## src/hw/core_settings.svh

```systemverilog
`ifndef CORE_SETTINGS_SVH
`define CORE_SETTINGS_SVH

// Datapath width
`define CORE_XLEN 32

// Architectural register file
`define CORE_REGS 32
`define CORE_REG_AW 5

// Data memory, word addressed
`define CORE_DMEM_WORDS 256
`define CORE_DMEM_AW 8

// Destination of jal
`define CORE_LINK_REG 31

`endif
```

## src/hw/reg_file.sv

```systemverilog
`include "core_settings.svh"

module reg_file (
  input  logic                    clk,
  input  logic                    rst,
  input  logic [`CORE_REG_AW-1:0] rs_addr,
  input  logic [`CORE_REG_AW-1:0] rt_addr,
  input  logic                    we,
  input  logic [`CORE_REG_AW-1:0] wr_addr,
  input  logic [`CORE_XLEN-1:0]   wr_data,
  output logic [`CORE_XLEN-1:0]   rs_data,
  output logic [`CORE_XLEN-1:0]   rt_data
);

  // No storage behind register 0
  logic [`CORE_XLEN-1:0] regs [1:`CORE_REGS-1];

  function automatic logic [`CORE_XLEN-1:0] read_port(input logic [`CORE_REG_AW-1:0] addr);
    if (addr == '0)
      return '0;
    // Write-through from the port being written this cycle
    if (we && wr_addr == addr)
      return wr_data;
    return regs[addr];
  endfunction

  always_comb begin
    rs_data = read_port(rs_addr);
    rt_data = read_port(rt_addr);
  end

  always_ff @(posedge clk) begin
    if (we && wr_addr != '0)
      regs[wr_addr] <= wr_data;
  end

  a_wr_addr_known: assert property (
    @(posedge clk) disable iff (rst) we |-> !$isunknown(wr_addr)
  );

endmodule

```

## config.mk

```make
export PLATFORM = sky130hd
export DESIGN_NAME = reg_file
export DESIGN_NICKNAME = d
export VERILOG_FILES = /design/src/hw/reg_file.sv
export VERILOG_INCLUDE_DIRS = /design/src /design/src/hw
export SDC_FILE = /design/constraint.sdc
export NUM_CORES = 1
export LEC_CHECK = 0
export BUFFER_PORTS_ARGS = -buffer_cell sky130_fd_sc_hd__buf_2
export CELL_PAD_IN_SITES_DETAIL_PLACEMENT = 0
export CELL_PAD_IN_SITES_GLOBAL_PLACEMENT = 1
export CORE_MARGIN = 2
export CORE_UTILIZATION = 50
export CTS_CLUSTER_DIAMETER = 120
export DETAILED_ROUTE_END_ITERATION = 8
export GPL_TIMING_DRIVEN = 1
export HOLD_SLACK_MARGIN = 0.05
export PLACE_DENSITY_LB_ADDON = 0.1
export SLEW_MARGIN = 20
export SYNTH_ARGS = -nofsm -noshare
export SYNTH_HDL_FRONTEND = slang
export SYNTH_SLANG_ARGS = --single-unit
```

## constraint.sdc

```tcl
create_clock -name clk -period 6.79 [get_ports clk]
set_input_delay 0.679 -clock clk [delete_from_list [all_inputs] [get_ports clk]]
set_output_delay 0.679 -clock clk [all_outputs]
set_load 0.02 [all_outputs]
```

==> impl_results.md <==
- Max-slew headroom: 21.2%
- Final setup fails: 0
- Commonest non-fill, non-tap cell in the layout: edfxtp_1
- Die area: 97100 sq um
- Main flop type after synthesis: edfxtp_1
- Period utilization: 71.1%
- Sink Count: 992
- Die Y: 312 microns
- Startpoint Class: primary input
- HP Class: primary input to flip-flop
- Starting Density: 50.5%
- Nets: 2965
- RSZ-0062 raised after global routing: false
- Initial antenna violation count: 22
- Total of warnings raised by yosys: 0
- Power per Cell Area: 262 nW/um^2
- Register area share after synthesis: 63.0%
- Total gr overflow: 0
- Syn Inst Count: 2856
- Combinational Power Share: 9.7%
- Clock share of power: 40.6%
- Leak: 17.3 nW
- Fraction of layout cells with a size suffix above 1: 24.3%
- Total Routing Usage GR: 31.3%
- Critical path peak fanout: 47
- Drt drc: 0
- Clock-pin slew on the worst setup and hold paths: 0.06 ns
- CTS tree: done
- Arrival @ worst endpoint: 4.15 ns
- Status: complete, no violations
- Pwr Total: 13.8 mW
- I/O Buffers: 112
- Placement Rows: 112
- First DRT Iteration DRCs: 3676
- Final Max Tran Viols: 0
- CP required: 6.11 ns
- Largest net degree at the start of global routing: 106
- Min Hold Slack: 0.501 ns
- Crit path from: rt_addr[2]
- Critical Path Sink Type: primary output
- Max reg flops: 992
- Routability congestion estimate: 0.833
- Postcts setup bufs: 0
- Switching pwr: 3.33 mW
- Area growth syn-to-layout: 11.1%
- Worst slack at placement: 2.07 ns
- Asr flop ratio synth: 0%
- CTS buffer count: 107
- Top Ports: 114
- Max-Cap Viols: 0
- Synthesized area: 47300 sq um
- First-pass GRT wire length: 216000 microns
- Fin worst setup slack: 1.96 ns
- Worst Path Class, Setup: primary input to primary output
- Leading area contributor after synthesis: edfxtp_1
- H-tree lvl count: 3
- Drt wl/cell: 36.0 microns
- Bufs on Longest Clock Path: 3
- Vias in the first global route: 29500
- Clock Tree Root: clkbuf_16
- Fin util: 56.2%
- Critical path destination: rt_data[14]
- Synth top area share: 63.0%
- Synth Register Bits: 992
- Synth cell types: 51
- Reg power frac: 49.6%
- Largest cells by area after synthesis: edfxtp_1 63%, mux4_2 13%, mux2i_1 7.6%, a211oi_1 1.3%, nand2_1 1.2%
- Peak VDD IR: 256 uV
- Number of hold buffers added after CTS: 0
- Die width: 312 microns
- Final Hold Vio Count: 0
- Fin Setup TNS: 0 ns
- Slew @ Worst Pin: 1.18 ns
- Vias: 29700
- Dpl hpwl: 90700 microns
- Syn_area_per_cell: 16.6 sq um
- Detail Route Antenna Nets: 0
- Net Sw Frac: 24.1%
- Most frequent cells in the layout: 992 x edfxtp_1, 360 x mux2i_1, 281 x mux4_2, 155 x nand2_1, 108 x clkbuf_16
- Largest reg by FF count: regs
- EDFF count, synth: 992
- F_max: 207 MHz
- Vias/cell: 6.98
- Largest regs: regs: 992 flops
- P_int: 10.5 mW
- Pre-Repair DR Iteration Count: 7
- Post-CTS resize count: 0
- Drt total wl: 153000 microns
- Syn Nets: 2906
- Core ar.: 93600 sq um
- Final Critical Period: 4.83 ns
worst max-delay path, cell delays in order:
cell     delay [ns]
buf_4          0.72
xor2_1         0.14
nor4_1         0.31
and3_1         0.40
nor2b_4        0.99
buf_4          0.32
a32o_1         0.22
buf_2          0.20
worst min path at each step:
stage                            from  depth (start not counted)            to  slack (ns)
after floorplan            wr_data[0]                          0   regs[10][0]        0.78
after global placement    wr_data[21]                          1  regs[24][21]        1.17
after detailed placement  wr_data[21]                          1  regs[27][21]        1.20
after CTS                 wr_data[21]                          1   regs[4][21]        0.47
after global routing      wr_data[22]                          1   regs[5][22]        0.51
final                     wr_data[21]                          1  regs[29][21]        0.50
cell usage after synthesis (all sizes together) (22+ instances only):
master and instances:
nand3 33, mux2 50, a32o 31, o41ai 24, mux2i 360, nor2 100, a21oi 81, o22ai 89
a211oi 81, nor3 22, mux4 281, a22oi 31, buf 135, o211ai 34, edfxtp 992, nor2b 28
o21ai 28, clkbuf 113, nand2 155
cell families (layout without fill, tap and decap cells):
family / count (synthesis) / after routing / share of synthesized area [%]
AOI/OAI and AO/OA: 546 / 546 / 8.48
other: 0 / 5 / 0
and+or+nand+nor: 366 / 366 / 3.41
xor gates and xnor gates: 10 / 10 / 0.185
muxes: 691 / 691 / 22.2
buffers and inverters: 251 / 399 / 2.77
DFF: 992 / 992 / 63.0
stage by stage:
step / cells / cell area [sq um]
2_1_floorplan: 2856 / 47300
3_5_place_dp: 4060 / 49200
3_3_place_gp: 4060 / 49200
4_1_cts: 4258 / 52600
5_1_grt: 4259 / 52600
6_report: 4263 / 52600
final cells by class:
| type | instances | area (sq um) |
|---|---|---|
| inverter | 3 | 11.3 |
| clock buffer | 133 | 2800 |
| multi-input combinational | 1613 | 16500 |
| clock inverter | 65 | 534 |
| timing repair buffer | 198 | 1360 |
| sequential | 992 | 29800 |
| tap | 1254 | 1570 |
| antenna | 5 | 12.5 |
| fill | 7382 | 41000 |
layer usage:
metal	track usage (%)	share of wire (%)	vias to the layer above
li1	-	-	12100
met1	44.5	41	15700
met2	48.9	47	1655
met3	6.96	9.7	292
met4	8.60	2.9	18
met5	0	0.068	-
power by group through the flow:
| stage | Sequential, mW | Clock (mW) | Combinational (mW) |
|---|---|---|---|
| floorplan | 6.97 | 0 | 0.822 |
| global placement | 6.97 | 0 | 1.32 |
| detailed placement | 6.97 | 0 | 1.33 |
| CTS | 6.85 | 5.66 | 1.33 |
| global route | 6.85 | 5.90 | 1.40 |
| finish | 6.85 | 5.60 | 1.34 |
(Power assumes the default switching activity.)
