$ cat config.mk
export PLATFORM = sky130hd
export DESIGN_NAME = pipe_ctrl
export DESIGN_NICKNAME = d
export VERILOG_FILES = /design/src/hw/core_pkg.sv /design/src/hw/pipe_ctrl.sv
export VERILOG_INCLUDE_DIRS = /design/src /design/src/hw
export SDC_FILE = /design/constraint.sdc
export NUM_CORES = 1
export LEC_CHECK = 0
export ABC_CLOCK_PERIOD_IN_PS = 1600
export BUFFER_PORTS_ARGS = -buffer_cell sky130_fd_sc_hd__buf_2
export CORE_AREA = 2 2 146 148
export CTS_CLUSTER_DIAMETER = 150
export CTS_CLUSTER_SIZE = 8
export DETAILED_ROUTE_END_ITERATION = 10
export DIE_AREA = 0 0 148 150
export PLACE_DENSITY = 0.3
export SLEW_MARGIN = 20
export SYNTH_ARGS = -nofsm -noshare
export SYNTH_HDL_FRONTEND = slang
export SYNTH_SLANG_ARGS = --single-unit
$ cat constraint.sdc
create_clock -name clk -period 1.6 [get_ports clk]
set_clock_uncertainty 0.15 [all_clocks]
set_input_delay 0.16 -clock clk [delete_from_list [all_inputs] [get_ports clk]]
set_output_delay 0.16 -clock clk [all_outputs]
set_load 0.02 [all_outputs]
$ cat src/hw/core_settings.svh
`ifndef CORE_SETTINGS_SVH
`define CORE_SETTINGS_SVH

// Datapath width
`define CORE_XLEN 32

// Architectural register file
`define CORE_REGS 32
`define CORE_REG_AW 5

// Data memory, word addressed
`define CORE_DMEM_WORDS 256
`define CORE_DMEM_AW 8

// Destination of jal
`define CORE_LINK_REG 31

`endif
$ cat src/hw/core_pkg.sv
`include "core_settings.svh"

package core_pkg;

  //////////////////////////////////////////////////////////////////////
  // Instruction encodings
  //////////////////////////////////////////////////////////////////////

  typedef enum logic [5:0] {
    OP_SPECIAL  = 6'h00,
    OP_JAL      = 6'h03,
    OP_ADDIU    = 6'h09,
    OP_ANDI     = 6'h0c,
    OP_ORI      = 6'h0d,
    OP_XORI     = 6'h0e,
    OP_LUI      = 6'h0f,
    OP_SPECIAL2 = 6'h1c,
    OP_LW       = 6'h23,
    OP_SW       = 6'h2b
  } opcode_e;

  // Function field of SPECIAL
  typedef enum logic [5:0] {
    FN_SLL  = 6'h00,
    FN_SRL  = 6'h02,
    FN_SRA  = 6'h03,
    FN_SLLV = 6'h04,
    FN_SRLV = 6'h06,
    FN_SRAV = 6'h07,
    FN_ADDU = 6'h21,
    FN_SUBU = 6'h23,
    FN_AND  = 6'h24,
    FN_OR   = 6'h25,
    FN_XOR  = 6'h26,
    FN_NOR  = 6'h27,
    FN_SLT  = 6'h2a,
    FN_SLTU = 6'h2b
  } funct_e;

  // SPECIAL2 mul shares its code with srl
  localparam logic [5:0] FN2_MUL = 6'h02;

  typedef enum logic [4:0] {
    ALU_AND, ALU_OR, ALU_XOR, ALU_NOR,
    ALU_SLL, ALU_SRL, ALU_SRA,
    ALU_SLT, ALU_SLTU,
    ALU_ADD, ALU_SUB, ALU_MUL,
    ALU_LUI, ALU_LINK
  } alu_op_e;

  typedef enum logic [1:0] {MEM_NOP, MEM_LW, MEM_SW} mem_op_e;

  typedef enum logic [1:0] {FWD_REG, FWD_EXM, FWD_MWB} fwd_sel_e;

  //////////////////////////////////////////////////////////////////////
  // Stage registers
  //////////////////////////////////////////////////////////////////////

  typedef struct packed {
    alu_op_e                 alu_op;
    mem_op_e                 mem_op;
    logic [`CORE_XLEN-1:0]   a_val;
    logic [`CORE_XLEN-1:0]   b_val;
    logic [`CORE_REG_AW-1:0] rs;
    logic [`CORE_REG_AW-1:0] rt;
    logic                    use_rs;
    logic                    use_rt;
    // Shamt replaces operand a, immediates replace operand b
    logic                    imm_a;
    logic                    imm_b;
    logic [`CORE_XLEN-1:0]   imm_val;
    logic [`CORE_XLEN-1:0]   store_data;
    logic [`CORE_REG_AW-1:0] rd;
    logic                    we;
    logic [`CORE_XLEN-1:0]   offset;
    logic [`CORE_XLEN-1:0]   link;
  } id_ex_t;

  typedef struct packed {
    mem_op_e                 mem_op;
    logic [`CORE_XLEN-1:0]   addr;
    logic [`CORE_XLEN-1:0]   store_data;
    logic [`CORE_XLEN-1:0]   result;
    logic [`CORE_REG_AW-1:0] rd;
    logic                    we;
  } ex_mem_t;

  typedef struct packed {
    logic [`CORE_XLEN-1:0]   result;
    logic [`CORE_REG_AW-1:0] rd;
    logic                    we;
  } mem_wb_t;

  typedef struct packed {
    logic                    we;
    logic [`CORE_REG_AW-1:0] rd;
    logic [`CORE_XLEN-1:0]   data;
  } retire_t;

endpackage

$ cat src/hw/pipe_ctrl.sv
`include "core_settings.svh"

module pipe_ctrl (
  input  logic                clk,
  input  logic                rst,
  input  logic                inst_valid,
  input  core_pkg::id_ex_t    id_ex,
  input  core_pkg::ex_mem_t   ex_mem,
  input  core_pkg::mem_wb_t   mem_wb,
  output logic                ex_valid,
  output logic                mem_valid,
  output logic                wb_valid,
  output logic                mem_we,
  output core_pkg::fwd_sel_e  fwd_a,
  output core_pkg::fwd_sel_e  fwd_b
);

  //////////////////////////////////////////////////////////////////////
  // Stage valid bits
  //////////////////////////////////////////////////////////////////////

  // Valid bits shift every cycle since nothing stalls
  always_ff @(posedge clk) begin
    if (rst) begin
      ex_valid  <= 1'b0;
      mem_valid <= 1'b0;
      wb_valid  <= 1'b0;
    end else begin
      ex_valid  <= inst_valid;
      mem_valid <= ex_valid;
      wb_valid  <= mem_valid;
    end
  end

  assign mem_we = mem_valid && ex_mem.mem_op == core_pkg::MEM_SW;

  //////////////////////////////////////////////////////////////////////
  // Forwarding selects
  //////////////////////////////////////////////////////////////////////

  function automatic core_pkg::fwd_sel_e pick_src(
    input logic                    use_src,
    input logic [`CORE_REG_AW-1:0] src
  );
    if (!use_src || src == '0)
      return core_pkg::FWD_REG;
    // Youngest producer wins
    if (mem_valid && ex_mem.we && ex_mem.rd == src)
      return core_pkg::FWD_EXM;
    if (wb_valid && mem_wb.we && mem_wb.rd == src)
      return core_pkg::FWD_MWB;
    return core_pkg::FWD_REG;
  endfunction

  always_comb begin
    fwd_a = pick_src(id_ex.use_rs, id_ex.rs);
    fwd_b = pick_src(id_ex.use_rt, id_ex.rt);
  end

  // Fixed three cycle latency from strobe to retirement
  a_retire_latency: assert property (
    @(posedge clk) disable iff (rst) inst_valid |-> ##3 wb_valid
  );

endmodule

==> flow_summary_export.csv, run 1 <==
group,metric,value,unit
route,wire_per_inst,7.13,microns
power,p_int,0.482,mW
synth,synth_fa_ha_area_share,0,%
power,p_leak,0.333,nW
critical_path,worstPathMaxFanout,2,
synth,ys_types,14,
power,vdd_ir_drop_max,285,uV
floorplan,coreArea,20700,sq um
sta,setup_slack,-0.00207,ns
clocking,h-tree-depth,1,
synth,netlist_top_cells_area,"xnor2_1, dfxtp_1, xor2_1",
synth,synth-simple-area-share,29.9,%
sta,fin_crit_sh,100,%
route,firstDrtPassIters,3,
floorplan,dieArea,22200,sq um
sta,hold_slack,0.0128,ns
min_path,hold_path_class,"input port to flip-flop",
global_route,grt_pass1_vias,544,
floorplan,die_h,150,microns
cells_and_area,multi_input_area,369,sq um
synth,synth_edf_count,0,
clocking,clk_pin_slew,0.03,ns
critical_path,critical-path-max-stage-delay,0.54,ns
critical_path,crit_family,"simple AND/OR/NAND/NOR gates",
synth,synth_top_area_share,38.1,%
global_route,grtUsageTotal,2.26,%
power,power_switching,0.138,mW
clocking,clock_latency,0.22,ns
synth,yosysTopAreaCell,"xnor2_1",
sta,tns,-0.00207,ns
floorplan,start_util,1.78,%
global_route,grt-ovfl-total,0,
power,clock_power_share,63.5,%
clocking,cts_buffers,3,
sta,period_minus_slack,1.60,ns
power,switching_share,22.2,%
synth,ys_ff_latch,3,
global_route,grt_pass1_wl,3400,microns
sta,setup_violations,1,
synth,syn_area,368,sq um
sta,maxSlewViolCount,0,
sta,hold_violations,0,
route,vias,499,
sta,worstMarginPinSlew,0.268,ns
route,drtIter0Drc,10,
status,violations,"negative setup slack",
sta,fmax,624,MHz
critical_path,cp-start-kind,"input port",
clocking,cts_buffer_depth,2,
synth,postSynthAreaPerCell,8.36,sq um
clocking,cts_tree,"yes",
power,p_seq_share,13.0,%
synth,synthXorXnorAreaFrac,47.6,%
critical_path,critPathSlowestCell,"or4_4",
synth,synth_cells,44,
floorplan,die_x,148,microns
critical_path,path_buf_inv,2,
synth,syn_nets,408,
power,finalPower,0.620,mW
flow_run,max-cap-violations,0,
critical_path,rrSetupSlack,0.89,ns
critical_path,cp-end-kind,"output port",
synth,synth-compound-area-share,6.12,%
synth,synth.area.mux_share,0,%
cells_and_area,final_layout_size_suffix_gt1_share,61.4,%
route,ant_nets,0,
placed_design,finalWeightedCongestion,0.652,
placed_design,preCtsSetupSlack,-0.124,ns
clocking,post_cts.repair.setup_buffers,0,
power,powerDensity,571,nW/um^2
floorplan,rows,53,
global_route,antenna_found_initial,5,
global_route,grt_max_degree,5,
sta,rsz0062_at_grt,"true",
synth,post-synth-top-count-cell,"xnor2_1",
critical_path,path_class,"input port to output port",
critical_path,crit_arrival,1.29,ns
route,wl,2620,microns
clocking,clock-root-buffer,"clkbuf_16",
synth,ys.flop_type,"dfxtp_1",
placed_design,io_buffer_count,36,
floorplan,ios,372,
power,p_comb_share,23.6,%
cells_and_area,fin_nets,453,
route,vias_per_cell,1.36,
cells_and_area,area_delta_synth_final,195,%
status,outcome,"finished, violations left",
synth,synth_top_cells_by_count,"xnor2_1, nand4_1, xor2_1",
sta,slew_headroom,82.1,%
route,post-route-drc-count,0,
synth,ys_seq_area_share,16.3,%
synth,synth_top_family_by_area,"XOR/XNOR gates",
cells_and_area,seq_area,60.1,sq um
synth,async_reset_ff_share,0,%
synth,yosysWarnings,0,
critical_path,cp_data_required_time,1.29,ns
placed_design,dp.final_hpwl,2440,microns
clocking,cts.sinks,3,
critical_path,path_cells,"buf_2, or4_4, o21ai_4, nor4_1, o31a_1, buf_6",
cells_and_area,fill_cells,2458,
## layout make-up
| type | count | share of cell area (%) |
|---|---|---|
| diodes | 4 | 0.922 |
| multi-input cells | 41 | 34.0 |
| flip-flops and latches | 3 | 5.53 |
| clock buffers | 4 | 7.26 |
| well taps | 275 | 31.7 |
| repair buffers | 40 | 20.6 |
## what timing repair did
action                                  4_1_cts  5_1_grt
pin swaps                                     6        2
hold endpoints to repair                      3        0
resized for setup                             9        7
hold buffers                                  1        0
endpoints found under the setup margin        4        4
## placed cells by master (no fill, tap or decap), drive strengths merged
cell type | Yosys | routed
or3 | 1 | 1
dlygate4sd3 | 0 | 1
dfxtp | 3 | 3
diode | 0 | 4
nor2b | 3 | 3
nand2 | 2 | 2
nand4 | 4 | 4
xor2 | 4 | 4
or4 | 2 | 2
nor3 | 2 | 2
xnor2 | 16 | 16
clkbuf | 0 | 4
and3b | 1 | 1
o31a | 1 | 1
o21ai | 2 | 2
nor4 | 3 | 3
buf | 0 | 39
## per-layer routing
metal  vias up  global-route usage (%)  routed length (microns)
met5         -                       0                       13
met4         2                   0.429                       10
met3         4                    1.62                      338
met2        13                    4.61                     1530
met1       228                    1.68                      721
li1        252                       -                        -
## logic make-up after synthesis
kind of cell / after synthesis
AO/OA/AOI/OAI: 3
XOR/XNOR: 20
flip-flops: 3
AND/OR/NAND/NOR: 18
## sequential cells by signal, indices dropped and copies added, names as in the netlist
signal     flops
ex_valid       1
mem_valid      1
wb_valid       1
## worst paths after layout
check                           startpoint   endpoint  cells after the start
worst max-delay path            id_ex[145]   fwd_a[1]                      6
worst min-delay path            inst_valid   ex_valid                      2
worst max register to register   mem_valid   wb_valid                      1
worst min register to register    ex_valid  mem_valid                      1
## power groups by stage
stage                     clock network [mW]  logic, mW  registers, mW
after CTS                              0.395      0.138         0.0803
after detailed placement                   0      0.132         0.0811
after global routing                   0.405      0.160         0.0806
after global placement                     0      0.132         0.0810
final                                  0.393      0.146         0.0803
after floorplan                            0     0.0538         0.0847
## metrics by stage
step / util (%) / area, sq um / instances
2_1_floorplan: - / 373 / 44
3_3_place_gp: 4.44 / 920 / 358
3_5_place_dp: 4.44 / 920 / 358
4_1_cts: 5.00 / 1030 / 363
5_1_grt: 5.21 / 1080 / 364
6_report: 5.25 / 1090 / 367
Note: power is estimated with default switching activity, not from simulation.
==> run 2, diff against run 1 <==
Settings changed: MAX_ROUTING_LAYER from default to met4.
==> flow_summary_export.csv, run 2 (same netlist as run 1, synthesis figures left out) <==
group,metric,value,unit
global_route,grt-ovfl-total,0,
route,ant_nets,0,
cells_and_area,layout_common_cells,"buf_2, xnor2_1, buf_4, xor2_1, nand4_1",
clocking,cts.sinks,3,
global_route,grt_pass1_vias,544,
sta,setup_violations,1,
critical_path,cp-end-kind,"output port",
placed_design,dp.final_hpwl,2440,microns
critical_path,rrSetupSlack,0.89,ns
sta,setup_slack,-0.00155,ns
floorplan,die_x,148,microns
floorplan,dieArea,22200,sq um
floorplan,rows,53,
sta,fmax,624,MHz
floorplan,start_util,1.78,%
cells_and_area,area_delta_synth_final,196,%
placed_design,placement.cell_area,920,sq um
clocking,clock-root-buffer,"clkbuf_16",
clocking,clk_pin_slew,0.03,ns
clocking,cts_tree,"yes",
power,vdd_ir_drop_max,285,uV
route,vias_per_cell,1.35,
floorplan,ios,372,
global_route,antenna_found_initial,5,
clocking,cts_buffer_depth,2,
critical_path,path_class,"input port to output port",
floorplan,die_h,150,microns
critical_path,crit_arrival,1.29,ns
global_route,grt_pass1_wl,3390,microns
critical_path,cp-start-kind,"input port",
critical_path,startpoint,"id_ex[146]",
critical_path,worstPathMaxFanout,3,
route,wl,2620,microns
power,finalPower,0.620,mW
sta,slew_headroom,82.1,%
status,violations,"negative setup slack",
route,wire_per_inst,7.11,microns
route,vias,497,
clocking,cts_buffers,3,
sta,fin_crit_sh,100,%
floorplan,coreArea,20700,sq um
critical_path,cp_data_required_time,1.29,ns
critical_path,r2r-start,"mem_valid",
placed_design,io_buffer_count,36,
cells_and_area,final_cells,368,
cells_and_area,final_common_cell,"buf_2",
power,p_leak,0.333,nW
flow_run,max-cap-violations,0,
cells_and_area,final_layout_size_suffix_gt1_share,61.4,%
clocking,clock_latency,0.22,ns
power,powerDensity,569,nW/um^2
min_path,hold_path_class,"input port to flip-flop",
sta,hold_slack,0.0128,ns
cells_and_area,seq_area,60.1,sq um
clocking,h-tree-depth,1,
status,outcome,"finished, violations left",
placed_design,placed_cells,358,
route,post-route-drc-count,0,
global_route,grt_max_degree,5,
placed_design,finalWeightedCongestion,0.658,
sta,rsz0062_at_grt,"true",
sta,period_minus_slack,1.60,ns
global_route,grtUsageTotal,2.33,%
cells_and_area,fill_cells,2459,
cells_and_area,reg.largest.list,"ex_valid: 1 flops, mem_valid: 1 flops, wb_valid: 1 flops",
cells_and_area,stdcell_area,1090,sq um
sta,maxSlewViolCount,0,
route,drtIter0Drc,3,
sta,hold_violations,0,
cells_and_area,multi_input_area,369,sq um
cells_and_area,fin_nets,453,
sta,tns,-0.00155,ns
route,firstDrtPassIters,3,
sta,worstMarginPinSlew,0.268,ns
min_path,min_from,"inst_valid",
## run 2: cell count changes in the layout (fill, tap and decap cells not counted), sizes merged
cell | previous run | this run
diode | 4 | 5
## run 2: area by class of cell
type,instances,share of cell area [%]
Sequential cell,3,5.52
Clock buffer,4,7.24
Tap cell,275,31.6
Antenna cell,5,1.15
Multi-Input combinational cell,41,33.9
Timing Repair Buffer,40,20.6
## run 2: critical path: stages
cell and delay, ns:
buf_2 0.13, or4_4 0.53, o21ai_4 0.15, nor4_1 0.07
o31a_1 0.11, buf_6 0.14
## run 2: routing by layer
layer / vias to the layer above / wire [microns] / track usage [%]
met5: - / 0 / -
met4: 0 / 9 / 0.429
met3: 2 / 288 / 1.37
met2: 13 / 1530 / 4.61
met1: 228 / 789 / 1.83
li1: 254 / - / -
## run 2: stage by stage
step	utilization, %	setup WS [ns]
floorplan	-	-0.0275
global placement	4.44	-0.0978
detailed placement	4.44	-0.124
CTS	5.00	-0.00249
global route	5.26	-0.0227
finish	5.26	-0.00155
## run 2: path summary, 6_finish.rpt
| check | endpoint | cells past startpoint |
|---|---|---|
| worst max-delay path | fwd_a[1] | 6 |
| worst max register to register | wb_valid | 1 |
| worst min register to register | mem_valid | 1 |
| worst min-delay path | ex_valid | 2 |
## run 2: timing repair
item,4_1_cts,5_1_grt
endpoints found under the hold margin,3,0
gates cloned,0,0
hold buffers,1,0
pin swaps,6,2
resized for setup,9,7
setup buffers,0,0
endpoints found under the setup margin,4,4
## run 2: power by group
group          switching [mW]  internal [mW]
registers             0.00189         0.0784
logic                  0.0711         0.0750
clock network          0.0646          0.329
==> run 3, diff against run 2 <==
Settings changed: CELL_PAD_IN_SITES_DETAIL_PLACEMENT from default to 1, CELL_PAD_IN_SITES_GLOBAL_PLACEMENT from default to 1, CTS_BUF_LIST from default to sky130_fd_sc_hd__clkbuf_16, PLACE_DENSITY 0.3 to 0.76.
==> flow_summary_export.csv, run 3 (same netlist as run 1, synthesis figures left out) <==
group,metric,value,unit
floorplan,die_h,150,microns
floorplan,rows,53,
route,drtIter0Drc,6,
critical_path,critPathSlowestCell,"or3_4",
floorplan,coreArea,20700,sq um
critical_path,reg2reg_depth,1,
placed_design,finalWeightedCongestion,0.682,
min_path,hold_path_class,"input port to flip-flop",
placed_design,io_buffer_count,36,
cells_and_area,stdcell_area,1120,sq um
clocking,cts.sinks,3,
cells_and_area,final_cells,368,
floorplan,start_util,1.78,%
global_route,antenna_found_initial,4,
placed_design,preCtsSetupSlack,-0.0796,ns
cells_and_area,area_delta_synth_final,205,%
route,firstDrtPassIters,2,
power,powerDensity,555,nW/um^2
critical_path,rrSetupSlack,0.88,ns
critical_path,crit_arrival,1.28,ns
sta,slew_headroom,82.0,%
sta,worstMarginPinSlew,0.269,ns
placed_design,placement.cell_area,927,sq um
cells_and_area,final_common_cell,"buf_2",
global_route,grt_pass1_wl,3930,microns
cells_and_area,final_layout_size_suffix_gt1_share,62.9,%
cells_and_area,reg.largest.list,"ex_valid: 1 flops, mem_valid: 1 flops, wb_valid: 1 flops",
critical_path,critical-path-max-stage-delay,0.38,ns
sta,hold_slack,0.0127,ns
critical_path,path_cells,"nand2_4, or3_4, nor3_2, buf_4",
global_route,grt_pass1_vias,601,
critical_path,cp-start-kind,"flip-flop",
clocking,cts_buffers,3,
clocking,cts_buffer_depth,2,
flow_run,max-cap-violations,0,
route,ant_nets,0,
sta,tns,0,ns
power,finalPower,0.622,mW
cells_and_area,fin_nets,454,
route,post-route-drc-count,0,
power,p_leak,0.356,nW
sta,fin_crit_sh,99.3,%
clocking,h-tree-depth,1,
sta,period_minus_slack,1.59,ns
sta,maxSlewViolCount,0,
placed_design,placed_cells,359,
cells_and_area,postLayoutCoreUtil,5.42,%
status,outcome,"completed",
route,wire_per_inst,8.09,microns
cells_and_area,layout_common_cells,"buf_2, xnor2_1, buf_4, xor2_1, nand4_1",
clocking,clock-root-buffer,"clkbuf_16",
sta,setup_slack,0.0118,ns
clocking,clock_latency,0.22,ns
route,vias,507,
critical_path,startpoint,"wb_valid",
global_route,grt_max_degree,5,
critical_path,worstPathMaxFanout,2,
sta,setup_violations,0,
critical_path,r2r-start,"mem_valid",
critical_path,crit_end,"fwd_b[1]",
route,wl,2980,microns
sta,hold_violations,0,
global_route,grt-ovfl-total,0,
sta,rsz0062_at_grt,"true",
clocking,post_cts.repair.setup_buffers,0,
min_path,hold_path_depth,2,
critical_path,cp_data_required_time,1.29,ns
critical_path,path_class,"flip-flop to output port",
global_route,grtUsageTotal,2.69,%
floorplan,dieArea,22200,sq um
clocking,cts_tree,"yes",
critical_path,cp-end-kind,"output port",
floorplan,ios,372,
power,vdd_ir_drop_max,235,uV
floorplan,die_x,148,microns
clocking,clk_pin_slew,0.03,ns
sta,fmax,630,MHz
route,vias_per_cell,1.38,
critical_path,r2r_end,"wb_valid",
cells_and_area,fill_cells,2493,
## run 3: changes by cell type in the layout (fill, tap and decap cells not counted), sizes merged
cell    delta
buf        +1
clkbuf     -1
diode      -1
inv        +1
## run 3: power by group
group | internal (mW) | switching [mW] | leakage, nW
Sequential | 0.0788 | 0.00270 | 0.0255
Clock | 0.322 | 0.0668 | 0.0423
Combinational | 0.0808 | 0.0707 | 0.288
Total | 0.482 | 0.140 | 0.356
## run 3: timing repair
action,CTS,global route
gates cloned,0,0
endpoints found under the setup margin,4,3
gates resized for setup,15,9
hold buffers,1,0
pin swaps,5,5
endpoints found under the hold margin,3,0
## run 3: worst max-delay path: cells and delay by family, from the launching register on
| kind | cells | cell delay [ns] |
|---|---|---|
| DFF | 1 | 0.34 |
| and+or+nand+nor | 3 | 0.54 |
| buffers and inverters | 1 | 0.17 |
## run 3: worst min-delay path by stage
stage	from	endpoint	slack (ns)
2_1_floorplan	rst	ex_valid	0.08
3_3_place_gp	rst	wb_valid	0.20
3_5_place_dp	rst	mem_valid	0.21
4_1_cts	inst_valid	ex_valid	0.02
5_1_grt	inst_valid	ex_valid	0.02
6_report	inst_valid	ex_valid	0.01
## run 3: final cells by class
cell class / instances / area, sq um / area share [%]
multi-input combinational: 41 / 373 / 33.3
timing repair buffer: 41 / 253 / 22.5
tap: 275 / 344 / 30.7
clock inverter: 1 / 3.75 / 0.335
antenna: 4 / 10.0 / 0.893
sequential: 3 / 62.6 / 5.58
clock buffer: 3 / 75.1 / 6.70
## run 3: per-layer routing
layer  global-route usage (%)  share of wire (%)
met4                    0.571                  0
met5                        -                  0
met1                     2.59                 37
met2                     4.86                 54
met3                     1.37                9.3
