File: src/hw/core_settings.svh
`ifndef CORE_SETTINGS_SVH
`define CORE_SETTINGS_SVH

// Datapath width
`define CORE_XLEN 32

// Architectural register file
`define CORE_REGS 32
`define CORE_REG_AW 5

// Data memory, word addressed
`define CORE_DMEM_WORDS 256
`define CORE_DMEM_AW 8

// Destination of jal
`define CORE_LINK_REG 31

`endif
File: src/hw/core_pkg.sv
`include "core_settings.svh"

package core_pkg;

  //////////////////////////////////////////////////////////////////////
  // Instruction encodings
  //////////////////////////////////////////////////////////////////////

  typedef enum logic [5:0] {
    OP_SPECIAL  = 6'h00,
    OP_JAL      = 6'h03,
    OP_ADDIU    = 6'h09,
    OP_ANDI     = 6'h0c,
    OP_ORI      = 6'h0d,
    OP_XORI     = 6'h0e,
    OP_LUI      = 6'h0f,
    OP_SPECIAL2 = 6'h1c,
    OP_LW       = 6'h23,
    OP_SW       = 6'h2b
  } opcode_e;

  // Function field of SPECIAL
  typedef enum logic [5:0] {
    FN_SLL  = 6'h00,
    FN_SRL  = 6'h02,
    FN_SRA  = 6'h03,
    FN_SLLV = 6'h04,
    FN_SRLV = 6'h06,
    FN_SRAV = 6'h07,
    FN_ADDU = 6'h21,
    FN_SUBU = 6'h23,
    FN_AND  = 6'h24,
    FN_OR   = 6'h25,
    FN_XOR  = 6'h26,
    FN_NOR  = 6'h27,
    FN_SLT  = 6'h2a,
    FN_SLTU = 6'h2b
  } funct_e;

  // SPECIAL2 mul shares its code with srl
  localparam logic [5:0] FN2_MUL = 6'h02;

  typedef enum logic [4:0] {
    ALU_AND, ALU_OR, ALU_XOR, ALU_NOR,
    ALU_SLL, ALU_SRL, ALU_SRA,
    ALU_SLT, ALU_SLTU,
    ALU_ADD, ALU_SUB, ALU_MUL,
    ALU_LUI, ALU_LINK
  } alu_op_e;

  typedef enum logic [1:0] {MEM_NOP, MEM_LW, MEM_SW} mem_op_e;

  typedef enum logic [1:0] {FWD_REG, FWD_EXM, FWD_MWB} fwd_sel_e;

  //////////////////////////////////////////////////////////////////////
  // Stage registers
  //////////////////////////////////////////////////////////////////////

  typedef struct packed {
    alu_op_e                 alu_op;
    mem_op_e                 mem_op;
    logic [`CORE_XLEN-1:0]   a_val;
    logic [`CORE_XLEN-1:0]   b_val;
    logic [`CORE_REG_AW-1:0] rs;
    logic [`CORE_REG_AW-1:0] rt;
    logic                    use_rs;
    logic                    use_rt;
    // Shamt replaces operand a, immediates replace operand b
    logic                    imm_a;
    logic                    imm_b;
    logic [`CORE_XLEN-1:0]   imm_val;
    logic [`CORE_XLEN-1:0]   store_data;
    logic [`CORE_REG_AW-1:0] rd;
    logic                    we;
    logic [`CORE_XLEN-1:0]   offset;
    logic [`CORE_XLEN-1:0]   link;
  } id_ex_t;

  typedef struct packed {
    mem_op_e                 mem_op;
    logic [`CORE_XLEN-1:0]   addr;
    logic [`CORE_XLEN-1:0]   store_data;
    logic [`CORE_XLEN-1:0]   result;
    logic [`CORE_REG_AW-1:0] rd;
    logic                    we;
  } ex_mem_t;

  typedef struct packed {
    logic [`CORE_XLEN-1:0]   result;
    logic [`CORE_REG_AW-1:0] rd;
    logic                    we;
  } mem_wb_t;

  typedef struct packed {
    logic                    we;
    logic [`CORE_REG_AW-1:0] rd;
    logic [`CORE_XLEN-1:0]   data;
  } retire_t;

endpackage

File: src/hw/inst_decode.sv
`include "core_settings.svh"

module inst_decode (
  input  logic [`CORE_XLEN-1:0]   inst,
  input  logic [`CORE_XLEN-1:0]   pc,
  input  logic [`CORE_XLEN-1:0]   rs_data,
  input  logic [`CORE_XLEN-1:0]   rt_data,
  output logic [`CORE_REG_AW-1:0] rs_addr,
  output logic [`CORE_REG_AW-1:0] rt_addr,
  output core_pkg::id_ex_t        id_ex
);

  core_pkg::opcode_e     opcode;
  core_pkg::funct_e      funct;
  logic [`CORE_XLEN-1:0] imm_sext;
  logic [`CORE_XLEN-1:0] imm_zext;
  logic [`CORE_XLEN-1:0] shamt;

  assign opcode   = core_pkg::opcode_e'(inst[31:26]);
  assign funct    = core_pkg::funct_e'(inst[5:0]);
  assign rs_addr  = inst[25:21];
  assign rt_addr  = inst[20:16];
  assign imm_sext = {{(`CORE_XLEN-16){inst[15]}}, inst[15:0]};
  assign imm_zext = {{(`CORE_XLEN-16){1'b0}}, inst[15:0]};
  assign shamt    = {{(`CORE_XLEN-5){1'b0}}, inst[10:6]};

  always_comb begin
    // Defaults describe a no-op that writes nothing
    id_ex            = '0;
    id_ex.alu_op     = core_pkg::ALU_ADD;
    id_ex.mem_op     = core_pkg::MEM_NOP;
    id_ex.a_val      = rs_data;
    id_ex.b_val      = rt_data;
    id_ex.rs         = rs_addr;
    id_ex.rt         = rt_addr;
    id_ex.offset     = imm_sext;
    id_ex.link       = pc + `CORE_XLEN'd8;

    case (opcode)
      core_pkg::OP_SPECIAL: begin
        id_ex.rd     = inst[15:11];
        id_ex.we     = 1'b1;
        id_ex.use_rs = 1'b1;
        id_ex.use_rt = 1'b1;
        case (funct)
          core_pkg::FN_SLL, core_pkg::FN_SRL, core_pkg::FN_SRA: begin
            // Shift amount comes from the instruction, rs is ignored
            id_ex.use_rs  = 1'b0;
            id_ex.imm_a   = 1'b1;
            id_ex.imm_val = shamt;
            id_ex.alu_op  = (funct == core_pkg::FN_SLL) ? core_pkg::ALU_SLL :
                            (funct == core_pkg::FN_SRL) ? core_pkg::ALU_SRL :
                                                          core_pkg::ALU_SRA;
          end
          core_pkg::FN_SLLV: id_ex.alu_op = core_pkg::ALU_SLL;
          core_pkg::FN_SRLV: id_ex.alu_op = core_pkg::ALU_SRL;
          core_pkg::FN_SRAV: id_ex.alu_op = core_pkg::ALU_SRA;
          core_pkg::FN_ADDU: id_ex.alu_op = core_pkg::ALU_ADD;
          core_pkg::FN_SUBU: id_ex.alu_op = core_pkg::ALU_SUB;
          core_pkg::FN_AND:  id_ex.alu_op = core_pkg::ALU_AND;
          core_pkg::FN_OR:   id_ex.alu_op = core_pkg::ALU_OR;
          core_pkg::FN_XOR:  id_ex.alu_op = core_pkg::ALU_XOR;
          core_pkg::FN_NOR:  id_ex.alu_op = core_pkg::ALU_NOR;
          core_pkg::FN_SLT:  id_ex.alu_op = core_pkg::ALU_SLT;
          core_pkg::FN_SLTU: id_ex.alu_op = core_pkg::ALU_SLTU;
          default:           id_ex.we     = 1'b0;
        endcase
      end
      core_pkg::OP_SPECIAL2: begin
        id_ex.rd     = inst[15:11];
        id_ex.alu_op = core_pkg::ALU_MUL;
        id_ex.use_rs = 1'b1;
        id_ex.use_rt = 1'b1;
        id_ex.we     = (inst[5:0] == core_pkg::FN2_MUL);
      end
      core_pkg::OP_ADDIU, core_pkg::OP_ANDI, core_pkg::OP_ORI, core_pkg::OP_XORI: begin
        id_ex.rd      = rt_addr;
        id_ex.we      = 1'b1;
        id_ex.use_rs  = 1'b1;
        id_ex.imm_b   = 1'b1;
        id_ex.imm_val = (opcode == core_pkg::OP_ADDIU) ? imm_sext : imm_zext;
        id_ex.alu_op  = (opcode == core_pkg::OP_ADDIU) ? core_pkg::ALU_ADD :
                        (opcode == core_pkg::OP_ANDI)  ? core_pkg::ALU_AND :
                        (opcode == core_pkg::OP_ORI)   ? core_pkg::ALU_OR  :
                                                         core_pkg::ALU_XOR;
      end
      core_pkg::OP_LUI: begin
        id_ex.rd      = rt_addr;
        id_ex.we      = 1'b1;
        id_ex.alu_op  = core_pkg::ALU_LUI;
        id_ex.imm_b   = 1'b1;
        id_ex.imm_val = {inst[15:0], 16'h0000};
      end
      core_pkg::OP_LW: begin
        id_ex.rd     = rt_addr;
        id_ex.we     = 1'b1;
        id_ex.use_rs = 1'b1;
        id_ex.mem_op = core_pkg::MEM_LW;
      end
      core_pkg::OP_SW: begin
        id_ex.use_rs     = 1'b1;
        id_ex.use_rt     = 1'b1;
        id_ex.mem_op     = core_pkg::MEM_SW;
        id_ex.store_data = rt_data;
      end
      core_pkg::OP_JAL: begin
        id_ex.rd     = `CORE_REG_AW'(`CORE_LINK_REG);
        id_ex.we     = 1'b1;
        id_ex.alu_op = core_pkg::ALU_LINK;
      end
      default: ;
    endcase
  end

endmodule

File: config.mk
export PLATFORM = sky130hd
export DESIGN_NAME = inst_decode
export DESIGN_NICKNAME = d
export VERILOG_FILES = /design/src/hw/core_pkg.sv /design/src/hw/inst_decode.sv
export VERILOG_INCLUDE_DIRS = /design/src /design/src/hw
export SDC_FILE = /design/constraint.sdc
export NUM_CORES = 1
export LEC_CHECK = 0
export BUFFER_PORTS_ARGS = -buffer_cell sky130_fd_sc_hd__buf_2
export CAP_MARGIN = 30
export CORE_AREA = 2 2 139 141
export DETAILED_ROUTE_END_ITERATION = 10
export DIE_AREA = 0 0 141 143
export PLACE_DENSITY = 0.43
export SLEW_MARGIN = 20
export SYNTH_ARGS = -nofsm -noshare
export SYNTH_HDL_FRONTEND = slang
export SYNTH_SLANG_ARGS = --single-unit
File: constraint.sdc
create_clock -name vclk -period 1.37
set_input_delay 0.2055 -clock vclk [all_inputs]
set_output_delay 0.2055 -clock vclk [all_outputs]
set_load 0.1 [all_outputs]
==> out/metrics.sh, run 1 <==
CTS_HOLD_BUF=0
CRITICAL_PATH_BUF_INV_COUNT=4
WORST-ENDPOINT-ARRIVAL_PS=1680
DRTITER0DRC=47
PEAKVDDDROP_mV=0.300
SYNTH_AREA_LEADER_CELL='buf_4'
WORSTPATHREQUIRED_PS=1160
SETUP-TNS-FINAL_PS=-23490
TIMING_MAX_TRANSITION_VIOLATIONS_FINAL=0
DETAILROUTE.WIRELENGTH.MET2_UM=7770
ANTENNA_FOUND_INITIAL=0
TIMING.CRITICAL_PATH.FROM_TYPE='input pin'
HOLD_CLASS='input pin to output port'
GRT_START_MAX_NET_PINS=34
DESIGN.DIE.AREA_UM2=20200
WORSTPATHMAXFANOUT=8
HIGHEST-SIGNAL-LAYER='met4'
INITIAL_CORE_UTIL_PCT=12.9
NETLIST_TOP_CELLS_AREA='buf_4 38%, and3_1 9.2%, xnor2_1 8.1%, a21o_1 4.7%, and2_1 3.1%'
GLOBALPLACE.CONGESTION=0.732
DETAIL_ROUTE.WIRELENGTH_UM=13900
CRIT_SLOWEST_CELL='xnor2_4'
MET3ROUTEDLENGTH_UM=985
DPL_WORST_SLACK_PS=-574
PLACE.PORT_BUFFERS=271
SYNTHESIS.YOSYS.WARNINGS=0
GLOBALROUTE.TOTALOVERFLOW=0
CORE_AREA_UM2=18600
SYNTH_TOP_AREA_SHARE_PCT=37.7
CRITICAL_PATH.MAX_STAGE_DELAY_PS=240
MINIMUM_CLOCK_PERIOD_AFTER_LAYOUT_PS=1880
FMAX_GHz=0.531
FINAL-HOLD-VIOLATION-COUNT=0
VIAS_IN_THE_FIRST_GLOBAL_ROUTE=3843
OUTCOME='finished with violations'
VIAS_PER_CELL=4.02
SYNTH_MOST_COMMON_CELL='buf_4'
IO_PINS=357
AREA_OCCUPIED_BY_MULTI_INPUT_GATES_UM2=2810
FILLER_CELL_COUNT=1694
SETUP_VIOLATION_TOTAL_IN_THE_FINAL_TIMING_REPORT=102
DRC=0
NETLIST_INSTANCES=346
NUM-NETS-FINAL=757
FLOW.AREA_GROWTH_FROM_SYNTHESIS_PCT=240
POWER.DENSITY_CELL_AREA_nW_PER_UM2=396
YOSYSUNIQUECELLTYPES=44
SYNTHESIS.AREA_UM2=2390
CRIT_PATH_END_KIND='output port'
SYNTH.TOP_CELLS.BY_COUNT='120 x buf_4, 35 x and3_1, 22 x xnor2_1'
GRT_USE_TOTAL_PCT=12.7
WIRELENGTH_MET1_UM=5080
FIN_WS_PS=-512
SYNTH_SEQ_AREA_SHARE_PCT=0
GRT_PASS1_WL_UM=21000
CP_TOP_FAMILY='buffers and inverters'
DRTANTENNAVIOLNETS=0
POST_ROUTE_CELLS_DRIVE_ABOVE_1_SHARE_PCT=92.5
SEQUENTIAL_CELLS=0
POWER.STATIC_LEAKAGE_uW=0.00363
ANTENNA_CELLS=0
COUNT_OF_CLOCK_BUFFERS_IN_THE_FINAL_DESIGN=0
LAYOUT.CELLS.NON_FILLER=860
TIGHTESTPINTRANSITION_PS=517
VIOLATIONS='negative setup slack'
PERIOD_SHARE_PCT=137
FINAL.HOLD.WORST_SLACK_PS=411
MAXSLEWHEADROOM_PCT=65.8
CRITICAL_PATH_CELL_BY_CELL='buf_6, nand4_1, buf_4, nor4_4, buf_6, nand4_1, xnor2_4, buf_12'
VIAS=3455
SETUP.WORST_PATH.CLASS='input pin to output port'
RSZ0062_AT_GRT='true'
DIE-WIDTH_UM=141
DP_HPWL_UM=10900
NET_COUNT_SYNTH=475
CORE.ROWCOUNT=50
PLACE_INST=814
SEQUENTIAL_CELL_AREA_UM2=0
MAX_CAP_VIOL_COUNT=0
DETAILEDROUTE.FIRSTPASSITERATIONCOUNT=4
SYN_AVG_CELL_AREA_UM2=6.91
ROUTE.DETAILED.WL_PER_INST_UM=16.1
DIE_HEIGHT_UM=143
-- layout by cell type (no fill, tap or decap), types with 9 or more instances in the layout --
cell	n
buf_12	148
buf_2	119
buf_4	88
buf_6	46
and3_4	33
xnor2_4	21
a21o_4	15
and2_4	12
nor2_4	11
nand4_1	11
buf_8	11
nand3_4	9
-- timing repair --
item                                   CTS  global route
pin swaps                               67            37
setup endpoints to repair              104           105
cloned                                   6             0
endpoints found under the hold margin    0             0
setup buffers                           42            11
resized for setup                      134            21
-- kinds of logic (layout without fill, tap and decap cells) --
group	count (synthesis)	after routing	share of synthesized area (%)
mux	2	2	0.837
buf+inv	141	421	41.3
other cells	1	1	0.157
xor+xnor	29	29	10.6
simple gates	125	125	31.6
compound gates	47	47	15.0
fa+ha+maj	1	1	0.523
-- where the power goes --
part           leakage, µW  internal [µW]  switching, µW
logic              0.00363           1110           2110
clock network            0              0              0
registers                0              0              0
-- per-layer routing --
metal / GRT usage (%) / vias up
met4: 0.421 / 0
li1: - / 1642
met1: 14.6 / 1634
met5: 0 / -
met3: 2.58 / 4
met2: 25.4 / 175
-- layout make-up --
cell class | count | area share (%)
timing repair buffer | 417 | 61.7
multi-input combinational | 205 | 34.5
tap | 234 | 3.60
inverter | 4 | 0.185
-- worst paths after layout --
| path | start | to | slack [ps] | cells past startpoint |
|---|---|---|---|---|
| setup / recovery | pc[14] | id_ex[29] | -510 | 8 |
| hold / removal | pc[0] | id_ex[0] | 410 | 0 |
-- stage by stage --
stage	utilization, %	total power [µW]	cell area (µm²)
detailed placement	37.9	3010	7040
global placement	37.9	2990	7040
CTS	43.5	3220	8080
global route	43.8	3320	8140
floorplan	-	2680	3640
finish	43.8	3220	8140
No activity file was read; power rests on OpenSTA's default activity.
==> run 2, diff against run 1 <==
Settings changed: CORE_AREA 2 2 139 141 to 2 2 140 142, DIE_AREA 0 0 141 143 to 0 0 142 144, GPL_ROUTABILITY_DRIVEN from default to 0, PLACE_DENSITY 0.43 to 0.41.
Clock period 1.37 ns to 2.16 ns, I/O delays scaled along.
==> out/metrics.sh, run 2 (synthesis gave the netlist of run 1 again) <==
DRTITER0DRC=92  # +96%
FMAX_GHz=0.480
COMB_POWER_SHARE_PCT=100.0  # about the same
MIN_TO='id_ex[197]'
MINIMUM_CLOCK_PERIOD_AFTER_LAYOUT_PS=2080
DETAILEDROUTE.FIRSTPASSITERATIONCOUNT=4  # unchanged
CRITICAL_PATH_BUF_INV_COUNT=4  # unchanged
NET-SWITCHING-POWER_uW=1220  # -42%
MAXSLEWHEADROOM_PCT=64.2  # -1.6 points
MAX_CAP_VIOL_COUNT=0  # unchanged
FINAL-HOLD-VIOLATION-COUNT=0  # unchanged
WORST-ENDPOINT-ARRIVAL_PS=1760  # +80 ps
PWR-SHARE-CLK_PCT=0  # unchanged
BUSIEST_LAYER='met2'
SEQUENTIAL_CELLS=0  # unchanged
FIN_WS_PS=77.6  # +590 ps
POWER.DENSITY_CELL_AREA_nW_PER_UM2=295  # -26%
GRT_UTIL_MET1_PCT=12.2  # -2.4 points
GRT_START_MAX_NET_PINS=35  # +2.9%
CORE_AREA_UM2=19100  # +2.7%
CORE.ROWCOUNT=51  # +2.0%
ANTENNA_FOUND_INITIAL=0  # unchanged
OUTCOME='complete, no violations'
CRIT_PATH_END_KIND='output port'
MOST_USED_CELL_ALONG_THE_CRITICAL_PATH='buf_4'
SW_FRAC_OF_TOTAL_PCT=74.9  # +9.4 points
HOLD_START='rs_data[17]'
GRT_PASS1_WL_UM=16200  # -23%
CRIT_SLOWEST_CELL='nor4_4'
MOSTFREQUENTLAYOUTCELLS='166 x buf_2, 106 x buf_12, 32 x buf_4'
SETUP_VIOLATION_TOTAL_IN_THE_FINAL_TIMING_REPORT=0  # -100%
GRT_USE_TOTAL_PCT=9.78  # -2.9 points
DESIGN.DIE.AREA_UM2=20400  # +1.4%
DRC=0  # unchanged
WORSTPATHMAXFANOUT=5  # -3
ROUTE.DETAILED.WL_PER_INST_UM=14.7  # -9.2%
RSZ0062_AT_GRT='false'
FLOW.AREA_GROWTH_FROM_SYNTHESIS_PCT=131
VIAS=2928  # -15%
DIE-WIDTH_UM=142  # +0.71%
GRT_USE_MET3_PCT=2.81  # +0.23 points
SEQUENTIAL_CELL_AREA_UM2=0  # unchanged
PERIOD_SHARE_PCT=96.4
VIAS_PER_CELL=3.89  # -3.2%
CRITICAL_PATH_CELL_BY_CELL='clkbuf_4, ha_4, nand3_4, nor4_4, buf_4, buf_4, nand2_2, xnor2_4, buf_12'
COUNT_OF_CLOCK_BUFFERS_IN_THE_FINAL_DESIGN=0  # unchanged
VIAS_IN_THE_FIRST_GLOBAL_ROUTE=2836  # -26%
WORST_HOLD_PATH_CELLS=0  # unchanged
INITIAL_CORE_UTIL_PCT=12.5  # -0.34 points
TIMING.CRITICAL_PATH.FROM_TYPE='input pin'
MOST_COMMON_LIBRARY_CELL_IN_THE_LAYOUT_IGNORING_FILL_AND_TAPS='buf_2'
DP_HPWL_UM=10000  # -8.4%
GLOBALROUTE.TOTALOVERFLOW=0  # unchanged
WORSTPATHREQUIRED_PS=1840  # +680 ps
POWER.STATIC_LEAKAGE_uW=0.00266  # -27%
PLACE.PORT_BUFFERS=271  # unchanged
PEAKVDDDROP_mV=0.227  # -24%
POST_ROUTE_CELLS_DRIVE_ABOVE_1_SHARE_PCT=81.7  # -11 points
LAYOUT.CELLS.NON_FILLER=753  # -12%
CRITICAL_PATH.MAX_STAGE_DELAY_PS=260  # +20 ps
TIMING_MAX_TRANSITION_VIOLATIONS_FINAL=0  # unchanged
SETUP.WORST_PATH.CLASS='input pin to output port'
CELL_INTERNAL_PWR_uW=410  # -63%
HOLD_CLASS='input pin to output port'
IO_PINS=357  # unchanged
MET2_USAGE_PCT=17.6  # -7.9 points
SHARE_SEQ_OF_TOTAL_POWER_PCT=0  # unchanged
DETAIL_ROUTE.WIRELENGTH_UM=11000  # -21%
FINAL_UTIL_PCT=29.0  # -15 points
DIE_HEIGHT_UM=144  # +0.70%
CTS_HOLD_BUF=0  # unchanged
CP_TOP_FAMILY='buffers and inverters'
PLACE_INST=752  # -7.6%
DRTANTENNAVIOLNETS=0  # unchanged
ANTENNA_CELLS=0  # unchanged
TIGHTESTPINTRANSITION_PS=540  # +23.5 ps
DPL_WORST_SLACK_PS=-81.4  # +492 ps
NUM-NETS-FINAL=646  # -15%
run 2: per-stage QoR:
stage / setup TNS (ps) / hold WS (ps) / power [µW] / cell area (µm²)
6_report: 0 / 648 / 1630 / 5540
5_1_grt: 0 / 648 / 1680 / 5540
4_1_cts: 0 / 649 / 1640 / 5520
3_5_place_dp: -429 / 649 / 1640 / 5520
3_3_place_gp: -343 / 649 / 1640 / 5520
2_1_floorplan: -1990 / 849 / 1630 / 2990
run 2: per-layer routing:
metal | wire [µm] | vias to the layer above
met4 | 54 | 0
met3 | 1140 | 11
li1 | - | 1413
met2 | 5640 | 192
met1 | 4200 | 1312
met5 | 0 | -
run 2: power groups by stage:
stage / Sequential, µW / Combinational [µW] / Clock [µW]
3_3_place_gp: 0 / 1640 / 0
4_1_cts: 0 / 1640 / 0
6_report: 0 / 1630 / 0
2_1_floorplan: 0 / 1630 / 0
5_1_grt: 0 / 1680 / 0
3_5_place_dp: 0 / 1640 / 0
run 2: area by class of cell:
cell class,count,area (µm²)
fillers,1983,13500
inverters,4,15.0
multi-input cells,205,2010
well taps,238,298
repair buffers,306,3210
run 2: what timing repair did:
action	4_1_cts	5_1_grt
pin swaps	2	7
setup endpoints to repair	10	15
gates resized for setup	1	4
setup buffers	0	1
run 2: worst max-delay path by stage:
stage,start,slack (ps),cells past startpoint,endpoint
2_1_floorplan,pc[3],-360,5,id_ex[27]
3_3_place_gp,inst[26],-60,6,id_ex[65]
3_5_place_dp,inst[26],-80,6,id_ex[65]
4_1_cts,inst[27],6,7,id_ex[65]
5_1_grt,pc[16],2,7,id_ex[20]
6_report,pc[3],80,9,id_ex[21]
==> run 3, diff against run 2 <==
--- a/config.mk
+++ b/config.mk
@@ -13,5 +13,5 @@
 export DIE_AREA = 0 0 142 144
 export GPL_ROUTABILITY_DRIVEN = 0
-export PLACE_DENSITY = 0.41
+export PLACE_DENSITY = 0.44
 export SLEW_MARGIN = 20
 export SYNTH_ARGS = -nofsm -noshare
==> constraint.sdc (replaced) <==
create_clock -name vclk -period 2.16
set_input_delay 0.324 -clock vclk [all_inputs]
set_output_delay 0.324 -clock vclk [all_outputs]
set_load 0.01 [all_outputs]
==> out/metrics.sh, run 3 (synthesis gave the netlist of run 1 again) <==
GRT_USE_TOTAL_PCT=8.56  # -1.2 points
DETAIL_ROUTE.WIRELENGTH_UM=10300  # -6.8%
VIAS_IN_THE_FIRST_GLOBAL_ROUTE=2405  # -15%
WORSTPATHMAXFANOUT=7  # +2
DRTANTENNAVIOLNETS=0  # unchanged
DIE-WIDTH_UM=142  # unchanged
COUNT_OF_CLOCK_BUFFERS_IN_THE_FINAL_DESIGN=0  # unchanged
HOLD_CLASS='input pin to output port'
DETAILED_PLACE.AREA_UM2=3230  # -41%
CRITICAL_PATH_CELL_BY_CELL='buf_2, nand4_4, nor4_4, nand3_1, xnor2_1, buf_2'
FMAX_GHz=0.504  # +4.9%
MOST_USED_CELL_ALONG_THE_CRITICAL_PATH='buf_2'
MOST_COMMON_LIBRARY_CELL_IN_THE_LAYOUT_IGNORING_FILL_AND_TAPS='buf_2'
CRITICAL_PATH.MAX_STAGE_DELAY_PS=520  # +260 ps
ANTENNA_FOUND_INITIAL=2  # +2
GLOBALROUTE.TOTALOVERFLOW=0  # unchanged
TOTAL_POWER_uW=484  # -70%
POST_ROUTE_CELLS_DRIVE_ABOVE_1_SHARE_PCT=60.3  # -21 points
DIE_HEIGHT_UM=144  # unchanged
VIAS_PER_CELL=3.86  # -0.73%
DESIGN.DIE.AREA_UM2=20400  # unchanged
FILLER_CELL_COUNT=2224  # +12%
CRIT_SLOWEST_CELL='nor4_4'
IO_PINS=357  # unchanged
SEQUENTIAL_CELL_AREA_UM2=0  # unchanged
GRT_START_MAX_NET_PINS=35  # unchanged
INITIAL_CORE_UTIL_PCT=12.5  # unchanged
WORSTPATHREQUIRED_PS=1840  # about the same
CRIT_PATH_END_KIND='output port'
VIAS=2845  # -2.8%
SEQUENTIAL_CELLS=0  # unchanged
CTS_HOLD_BUF=0  # unchanged
SETUP-TNS-FINAL_PS=0  # unchanged
POWER.DENSITY_CELL_AREA_nW_PER_UM2=150  # -49%
PLACE.PORT_BUFFERS=271  # unchanged
ROUTE.DETAILED.WL_PER_INST_UM=14.0  # -4.7%
DP_HPWL_UM=8970  # -11%
SETUP_VIOLATION_TOTAL_IN_THE_FINAL_TIMING_REPORT=0  # unchanged
PEAKVDDDROP_mV=0.0479  # -79%
POST_CTS_RESIZE_COUNT=0  # -1
MOSTFREQUENTLAYOUTCELLS='271 x buf_2, 35 x and3_1, 22 x xnor2_1'
NUM-NETS-FINAL=630  # -2.5%
FINAL_CELL_AREA_UM2=3230  # -42%
DETAILEDROUTE.FIRSTPASSITERATIONCOUNT=4  # unchanged
CORE.ROWCOUNT=51  # unchanged
GRT_PASS1_WL_UM=13800  # -15%
PERIOD_SHARE_PCT=91.9  # -4.5 points
POST_CTS.REPAIR.SETUP_BUFFERS=0  # unchanged
POWER.STATIC_LEAKAGE_uW=0.00204  # -23%
ANTENNA_CELLS=0  # unchanged
TIMING_MAX_TRANSITION_VIOLATIONS_FINAL=0  # unchanged
OUTCOME='complete, no violations'
DRTITER0DRC=107  # +16%
TIMING.CRITICAL_PATH.FROM_TYPE='input pin'
FINAL-HOLD-VIOLATION-COUNT=0  # unchanged
RSZ0062_AT_GRT='false'
MINIMUM_CLOCK_PERIOD_AFTER_LAYOUT_PS=1980  # -97.9 ps
WORST-ENDPOINT-ARRIVAL_PS=1660  # -100 ps
DRC=0  # unchanged
CORE_AREA_UM2=19100  # unchanged
MAX_CAP_VIOL_COUNT=0  # unchanged
SETUP.WORST_PATH.CLASS='input pin to output port'
FLOW.AREA_GROWTH_FROM_SYNTHESIS_PCT=35.0
-- run 3: cell count changes in the layout (fill, tap and decap cells not counted), sizes merged --
| cell | delta |
|---|---|
| buf | -15 |
| clkbuf | -1 |
-- run 3: through the flow --
stage               util, %  std cells  hold WS (ps)  setup slack, ps
floorplan                 -        346           692              374
global placement       16.9        737           648              129
detailed placement     16.9        737           648              126
CTS                    16.9        737           648              123
global route           16.9        737           648             13.4
finish                 16.9        737           648              175
-- run 3: power by group --
group | total, µW | internal [µW] | switching [µW]
registers | 0 | 0 | 0
clock network | 0 | 0 | 0
logic | 484 | 208 | 276
-- run 3: layout make-up --
type / instances / area, µm² / share of cell area [%]
inverters: 4 / 15.0 / 0.465
multi-input cells: 205 / 1410 / 43.5
well taps: 238 / 298 / 9.22
repair buffers: 290 / 1510 / 46.8
-- run 3: path summary, 6_finish.rpt --
check | from | endpoint | slack, ps | depth (start not counted)
min | rs_data[1] | id_ex[181] | 650 | 0
max | pc[7] | id_ex[26] | 180 | 6
-- run 3: worst max-delay path, delay by kind of cell --
family	cells	cell delay, ps
and+or+nand+nor	3	860
buffers and inverters	2	300
xor gates and xnor gates	1	170
-- run 3: per-layer routing --
metal  GRT usage [%]  share of wire, %  vias to the layer above
li1                -                 -                     1378
met1            11.7                46                     1302
met2            14.7                46                      147
met3            1.26               7.1                       16
met4           0.895               1.1                        2
met5               0              0.13                        -
